$ cat src/include/gpio_pinmap.svh
/* GPIO pin map: the pad that each fixed peripheral signal uses.
   Included inside a module body, so every includer gets its own copy. */

// Outputs driven by peripherals when the pad's fsel bit is set
localparam gpio_pkg::pad_idx_t PIN_UART_TX    = 0;
localparam gpio_pkg::pad_idx_t PIN_FLASH_CS   = 2;
localparam gpio_pkg::pad_idx_t PIN_FLASH_SCLK = 3;
localparam gpio_pkg::pad_idx_t PIN_FLASH_MOSI = 4;
localparam gpio_pkg::pad_idx_t PIN_LCD_PWM    = 6;

// Inputs routed back to peripherals
// With fsel set these pads are inputs only
localparam gpio_pkg::pad_idx_t PIN_UART_RX    = 1;
localparam gpio_pkg::pad_idx_t PIN_FLASH_MISO = 5;
$ cat src/logic/gpio_pkg.sv
/* GPIO package: pad count, APB widths, register offsets
   and the vector types shared by the pad-control RTL */

package gpio_pkg;

	// Pad count and bus widths
	localparam int N_PADS = 23;
	localparam int W_ADDR = 16;
	localparam int W_DATA = 32;

	// Enough bits to name any pad
	localparam int W_PAD_IDX = $clog2(N_PADS);

	// One bit per pad, for values, enables and function selects
	typedef logic [N_PADS-1:0] pad_vec_t;

	// APB address and data
	typedef logic [W_ADDR-1:0] apb_addr_t;
	typedef logic [W_DATA-1:0] apb_data_t;

	// Pad index
	typedef logic [W_PAD_IDX-1:0] pad_idx_t;

	// Register map
	// OUT: software output value
	localparam apb_addr_t ADDR_OUT  = 16'h0000;
	// DIR: software output enable
	localparam apb_addr_t ADDR_DIR  = 16'h0004;
	// IN: registered pad snapshot, read-only
	localparam apb_addr_t ADDR_IN   = 16'h0008;
	// FSEL: 1 hands the pad to its peripheral
	localparam apb_addr_t ADDR_FSEL = 16'h000C;

endpackage

$ cat src/logic/gpio.sv
/* GPIO top: pad mux between software GPIO and fixed peripherals,
   pad input snapshot and routing of the peripheral inputs */

module gpio (
	input  logic                clk,
	input  logic                rst_n_i,

	// APB slave
	input  logic                psel_i,
	input  logic                penable_i,
	input  logic                pwrite_i,
	input  gpio_pkg::apb_addr_t paddr_i,
	input  gpio_pkg::apb_data_t pwdata_i,
	output gpio_pkg::apb_data_t prdata_o,
	output logic                pready_o,
	output logic                pslverr_o,

	// Pads
	output gpio_pkg::pad_vec_t  padout_o,
	output gpio_pkg::pad_vec_t  padoe_o,
	input  gpio_pkg::pad_vec_t  padin_i,

	// Peripheral signals
	input  logic                lcd_pwm_i,
	input  logic                uart_tx_i,
	input  logic                spi_sclk_i,
	input  logic                spi_cs_i,
	input  logic                spi_sdo_i,
	output logic                uart_rx_o,
	output logic                spi_sdi_o
);

	`include "gpio_pinmap.svh"

	// Pads that a peripheral drives when selected
	localparam gpio_pkg::pad_vec_t PERIPH_OE_MASK =
		(gpio_pkg::pad_vec_t'(1) << PIN_UART_TX)    |
		(gpio_pkg::pad_vec_t'(1) << PIN_FLASH_CS)   |
		(gpio_pkg::pad_vec_t'(1) << PIN_FLASH_SCLK) |
		(gpio_pkg::pad_vec_t'(1) << PIN_FLASH_MOSI) |
		(gpio_pkg::pad_vec_t'(1) << PIN_LCD_PWM);

	logic rst_n_sync;

	gpio_pkg::pad_vec_t sw_out;
	gpio_pkg::pad_vec_t sw_oe;
	gpio_pkg::pad_vec_t fsel;
	gpio_pkg::pad_vec_t periph_out;
	gpio_pkg::pad_vec_t padin_q;

	reset_sync u_reset_sync (
		.clk          (clk),
		.rst_n_i      (rst_n_i),
		.rst_n_sync_o (rst_n_sync)
	);

	gpio_regs u_gpio_regs (
		.clk        (clk),
		.rst_n_sync (rst_n_sync),
		.psel_i     (psel_i),
		.penable_i  (penable_i),
		.pwrite_i   (pwrite_i),
		.paddr_i    (paddr_i),
		.pwdata_i   (pwdata_i),
		.prdata_o   (prdata_o),
		.pslverr_o  (pslverr_o),
		.out_o      (sw_out),
		.dir_o      (sw_oe),
		.fsel_o     (fsel),
		.in_i       (padin_q)
	);

	// No wait states
	assign pready_o = 1'b1;

	// Peripheral output levels placed on their pads, 0 everywhere else
	always_comb begin
		periph_out                 = '0;
		periph_out[PIN_UART_TX]    = uart_tx_i;
		periph_out[PIN_FLASH_CS]   = spi_cs_i;
		periph_out[PIN_FLASH_SCLK] = spi_sclk_i;
		periph_out[PIN_FLASH_MOSI] = spi_sdo_i;
		periph_out[PIN_LCD_PWM]    = lcd_pwm_i;
	end

	// Per-pad mux, software when fsel is 0, peripheral when 1
	assign padout_o = (~fsel & sw_out) | (fsel & periph_out);
	assign padoe_o  = (~fsel & sw_oe)  | (fsel & PERIPH_OE_MASK);

	// Pad snapshot for the IN register and the UART receiver
	always_ff @(posedge clk or negedge rst_n_sync) begin
		if (!rst_n_sync) begin
			padin_q <= '0;
		end else begin
			padin_q <= padin_i;
		end
	end

	// UART tolerates a cycle of latency, SPI sampling does not
	assign uart_rx_o = padin_q[PIN_UART_RX];
	assign spi_sdi_o = padin_i[PIN_FLASH_MISO];

	// Selected pads without an output peripheral stay undriven
	assert property (@(posedge clk) disable iff (!rst_n_sync)
		(padoe_o & fsel & ~PERIPH_OE_MASK) == '0)
		else $error("Output enable on a selected pad with no output peripheral");

endmodule

$ cat src/logic/gpio_regs.sv
/* GPIO register block: APB slave holding OUT, DIR and FSEL,
   with a read port for the pad input snapshot and error responses */

module gpio_regs (
	input  logic                clk,
	input  logic                rst_n_sync,

	// APB slave, always ready
	input  logic                psel_i,
	input  logic                penable_i,
	input  logic                pwrite_i,
	input  gpio_pkg::apb_addr_t paddr_i,
	input  gpio_pkg::apb_data_t pwdata_i,
	output gpio_pkg::apb_data_t prdata_o,
	output logic                pslverr_o,

	// Register outputs to the pad mux
	output gpio_pkg::pad_vec_t  out_o,
	output gpio_pkg::pad_vec_t  dir_o,
	output gpio_pkg::pad_vec_t  fsel_o,

	// Registered pad inputs
	input  gpio_pkg::pad_vec_t  in_i
);

	logic access;
	logic hit_out;
	logic hit_dir;
	logic hit_in;
	logic hit_fsel;
	logic addr_ok;
	logic err;
	logic wr_en;
	logic rd_en;

	gpio_pkg::pad_vec_t out_q;
	gpio_pkg::pad_vec_t dir_q;
	gpio_pkg::pad_vec_t fsel_q;
	gpio_pkg::pad_vec_t wdata;

	// Access phase completes in one cycle since pready is always high
	assign access = psel_i && penable_i;

	// Address decode
	assign hit_out  = (paddr_i == gpio_pkg::ADDR_OUT);
	assign hit_dir  = (paddr_i == gpio_pkg::ADDR_DIR);
	assign hit_in   = (paddr_i == gpio_pkg::ADDR_IN);
	assign hit_fsel = (paddr_i == gpio_pkg::ADDR_FSEL);
	assign addr_ok  = hit_out || hit_dir || hit_in || hit_fsel;

	// Unmapped offset, or a write to the read-only IN register
	assign err = access && (!addr_ok || (pwrite_i && hit_in));

	// Erroring accesses must not touch any register
	assign wr_en = access && pwrite_i && !err;
	assign rd_en = access && !pwrite_i;

	// Upper write data bits have no pads behind them
	assign wdata = pwdata_i[gpio_pkg::N_PADS-1:0];

	// OUT
	always_ff @(posedge clk or negedge rst_n_sync) begin
		if (!rst_n_sync) begin
			out_q <= '0;
		end else if (wr_en && hit_out) begin
			out_q <= wdata;
		end
	end

	// DIR
	always_ff @(posedge clk or negedge rst_n_sync) begin
		if (!rst_n_sync) begin
			dir_q <= '0;
		end else if (wr_en && hit_dir) begin
			dir_q <= wdata;
		end
	end

	// FSEL
	always_ff @(posedge clk or negedge rst_n_sync) begin
		if (!rst_n_sync) begin
			fsel_q <= '0;
		end else if (wr_en && hit_fsel) begin
			fsel_q <= wdata;
		end
	end

	// Read mux, registers zero-extended onto the data bus
	always_comb begin
		prdata_o = '0;
		if (rd_en) begin
			if (hit_out) begin
				prdata_o = gpio_pkg::apb_data_t'(out_q);
			end else if (hit_dir) begin
				prdata_o = gpio_pkg::apb_data_t'(dir_q);
			end else if (hit_in) begin
				prdata_o = gpio_pkg::apb_data_t'(in_i);
			end else if (hit_fsel) begin
				prdata_o = gpio_pkg::apb_data_t'(fsel_q);
			end
		end
	end

	assign pslverr_o = err;

	assign out_o  = out_q;
	assign dir_o  = dir_q;
	assign fsel_o = fsel_q;

	// Error response only ever appears in the access phase
	assert property (@(posedge clk) disable iff (!rst_n_sync)
		pslverr_o |-> (psel_i && penable_i))
		else $error("pslverr_o high outside an APB access phase");

	// A rejected write leaves every register as it was
	assert property (@(posedge clk) disable iff (!rst_n_sync)
		(pslverr_o && pwrite_i) |=> ($stable(out_q) && $stable(dir_q) && $stable(fsel_q)))
		else $error("Register changed after an error write");

endmodule

$ cat src/logic/reset_sync.sv
/* Reset synchronizer: asserts asynchronously,
   releases two rising clock edges after the external reset rises */

module reset_sync (
	input  logic clk,
	input  logic rst_n_i,
	output logic rst_n_sync_o
);

	logic [1:0] sync_q;

	// Ones shift in once the external reset goes away
	always_ff @(posedge clk or negedge rst_n_i) begin
		if (!rst_n_i) begin
			sync_q <= 2'b00;
		end else begin
			sync_q <= {sync_q[0], 1'b1};
		end
	end

	assign rst_n_sync_o = sync_q[1];

endmodule

$ cat config.mk
export PLATFORM = sky130hd
export DESIGN_NAME = gpio
export DESIGN_NICKNAME = d
export VERILOG_FILES = /design/src/logic/gpio_pkg.sv /design/src/logic/gpio.sv /design/src/logic/gpio_regs.sv /design/src/logic/reset_sync.sv
export VERILOG_INCLUDE_DIRS = /design/src /design/src/include
export SDC_FILE = /design/constraint.sdc
export NUM_CORES = 1
export LEC_CHECK = 0
export ABC_AREA = 1
export BUFFER_PORTS_ARGS = -buffer_cell sky130_fd_sc_hd__buf_2
export CAP_MARGIN = 20
export CORE_ASPECT_RATIO = 1.2
export CORE_MARGIN = 8
export CORE_UTILIZATION = 45
export CTS_CLUSTER_SIZE = 28
export DETAILED_ROUTE_END_ITERATION = 10
export GPL_TIMING_DRIVEN = 0
export PLACE_DENSITY = 0.72
export SYNTH_ARGS = -nofsm -noshare
export SYNTH_HDL_FRONTEND = slang
export SYNTH_SLANG_ARGS = --single-unit
$ cat constraint.sdc
create_clock -name clk -period 7.76 [get_ports clk]
set_clock_uncertainty 0.05 [all_clocks]
set_input_delay 1.164 -clock clk [delete_from_list [all_inputs] [get_ports clk]]
set_output_delay 1.164 -clock clk [all_outputs]
set_load 0.02 [all_outputs]
==> impl_metrics.ini <==
[grt]
grt_pass1_wl_um = 25700
overflow = 0
grt_start_max_net_pins = 60
track_usage_pct = 22.0
antenna_found_initial = 0
grt_pass1_vias = 5134

[worst_setup_path]
r2r_end = u_gpio_regs.fsel_o[20]
startpoint_type = primary input
r2r_cells = 1
r2r_slack_ns = 6.77
r2r-start = u_reset_sync.sync_q[1]
crit_required_ns = 6.55
crit_type = primary input to primary output
cp.arrival_ns = 2.85
crit_fanout = 10
crit_path_end_kind = primary output

[sta]
slew_headroom_pct = 60.3
finalMaxSlewViolations = 0
setup_viol = 0
fin_tns_setup_ns = 0
hold_violations = 0
whs_ns = 0.238
min_period_ns = 4.06
finalCritPeriodShare_pct = 52.3
rsz0062_at_grt = false
tightest_slew_ns = 0.596
max_freq_mhz = 246

[yosys]
postSynth.asyncResetShare_pct = 100
synthCells = 656
synth_area_per_cell_um2 = 7.58
ys.flop_type = dfrtp_1
synth.distinct_cells = 27
ys_seq_elements = 94
synthTopCellsByArea = dfrtp_1 47%, nand2_1 15%, nand4_1 5.9%
syn-cell-area_um2 = 4970
ys_top_cells_by_count = 193 x nand2_1, 94 x dfrtp_1, 72 x nor2_1
synth_top_area_share_pct = 47.3
synth-edff-count = 0
seq_area_frac_synth_pct = 47.3
synth.most_common_cell = nand2_1
synth_top_cell_by_area = dfrtp_1
yosys_warnings = 0

[place]
gp_congestion = 0.861
portBuffers = 143
dp_hpwl_um = 11700

[layout]
multi_input_area_um2 = 2070
area_growth_pct = 25.7
regArea_um2 = 2360
nNetsFinal = 901
fillers = 1054
drive_gt1_share_pct = 27.0
diodes = 0

[floorplanning]
ios = 163
dieHeight_um = 131
core-area_um2 = 10900
start_util_pct = 45.5
die_w_um = 112
die_area_um2 = 14700
num_rows = 42

[routing]
drt_iter0_drc = 384
wire_per_inst_um = 16.7
viasPerCell = 5.24
vias = 5013
drt_pass1_iterations = 5
route.detailed.drc = 0
antenna_left = 0
wl_um = 16000

[clocking]
cts.sinks = 94
holdBufCountCts = 0
cts_buffer_depth = 2
root_buffer = clkbuf_16
htreeDepth = 3
numCtsBuffers = 9
cts_tree = done
post-cts-setup-buffers = 0
cts_resized = 0
clock_latency_ns = 0.35
clk_pin_slew_ns = 0.07

[worst_hold_path]
hold_path.class = register to async pin

[power]
peakVddDrop_mv = 0.107
switching_power_mw = 0.250
p_per_area_nw_per_um2 = 170
leakage_nw = 3.46
pwr-share-seq_pct = 47.3
p_int_mw = 0.810
switching_share_pct = 23.6
pwr-share-comb_pct = 6.5
p_clk_share_pct = 46.2

[run_status]
status = completed

[flow_run]
cap_violations = 0
[worst max-delay path, cell delays in order]
cell,delay [ns]
buf_2,0.10
nor2_1,0.12
nand2_2,0.10
nor2_8,0.17
buf_1,0.48
nand3_1,0.19
nand2_1,0.10
a21oi_1,0.07
nor2_1,0.15
buf_2,0.19
[area by class of cell]
cell class	count	share of cell area [%]
clock inverter	7	1.68
tap	132	2.64
clock buffer	9	3.60
inverter	72	4.42
timing repair buffer	144	11.9
sequential	94	37.7
buffer	49	4.98
multi-input combinational	450	33.1
[power by group through the flow]
stage | sequential (mW) | clock [mW] | combinational (mW)
finish | 0.502 | 0.490 | 0.0689
global route | 0.503 | 0.519 | 0.0758
CTS | 0.502 | 0.498 | 0.0686
detailed placement | 0.512 | 0 | 0.0683
global placement | 0.517 | 0 | 0.0593
floorplan | 0.514 | 0 | 0.0296
[how the worst max path moves through the flow]
stage	from	cells past startpoint	end
6_report	paddr_i[9]	10	prdata_o[14]
5_1_grt	paddr_i[9]	10	prdata_o[11]
4_1_cts	paddr_i[11]	10	prdata_o[21]
3_5_place_dp	paddr_i[11]	10	prdata_o[21]
3_3_place_gp	paddr_i[9]	10	prdata_o[21]
2_1_floorplan	paddr_i[9]	8	prdata_o[21]
[cell families after synthesis]
kind of cell / after synthesis / synth area share (%)
simple gates: 339 / 30.2
buf+inv: 121 / 11.8
compound gates: 100 / 10.5
flops: 94 / 47.3
other cells: 2 / 0.151
[per-stage QoR]
step	worst slack (ns)	total power, mW	util, %	std cells	area, µm²
2_1_floorplan	4.19	0.544	-	665	5010
3_3_place_gp	3.73	0.576	53.9	940	5890
3_5_place_dp	3.71	0.580	54.2	941	5920
4_1_cts	3.72	1.07	57.2	957	6250
5_1_grt	3.52	1.10	57.2	957	6250
6_report	3.70	1.06	57.2	957	6250
[state kept, by name (all words and copies together), names as in the netlist]
signal and flops:
u_gpio_regs.fsel_o 23, padin_q 23, u_gpio_regs.dir_o 23, u_gpio_regs.out_o 23
u_reset_sync.sync_q 2
[placed cells by master (no fill, tap or decap), types with 8 or more instances in the layout]
| master | instances |
|---|---|
| a21oi_1 | 23 |
| buf_2 | 161 |
| buf_4 | 16 |
| clkbuf_1 | 8 |
| clkbuf_16 | 9 |
| conb_1 | 11 |
| dfrtp_1 | 93 |
| inv_1 | 68 |
| nand2_1 | 193 |
| nand3_1 | 13 |
| nand4_1 | 47 |
| nor2_1 | 72 |
| o21ai_0 | 51 |
| o21ai_1 | 20 |
[routing by layer]
metal | GRT usage, % | wire length, µm
met5 | 0 | 0
met4 | 9.09 | 384
met3 | 4.86 | 1330
met2 | 37.8 | 7910
met1 | 25.9 | 6340
Power figures use the tool's default switching activity.
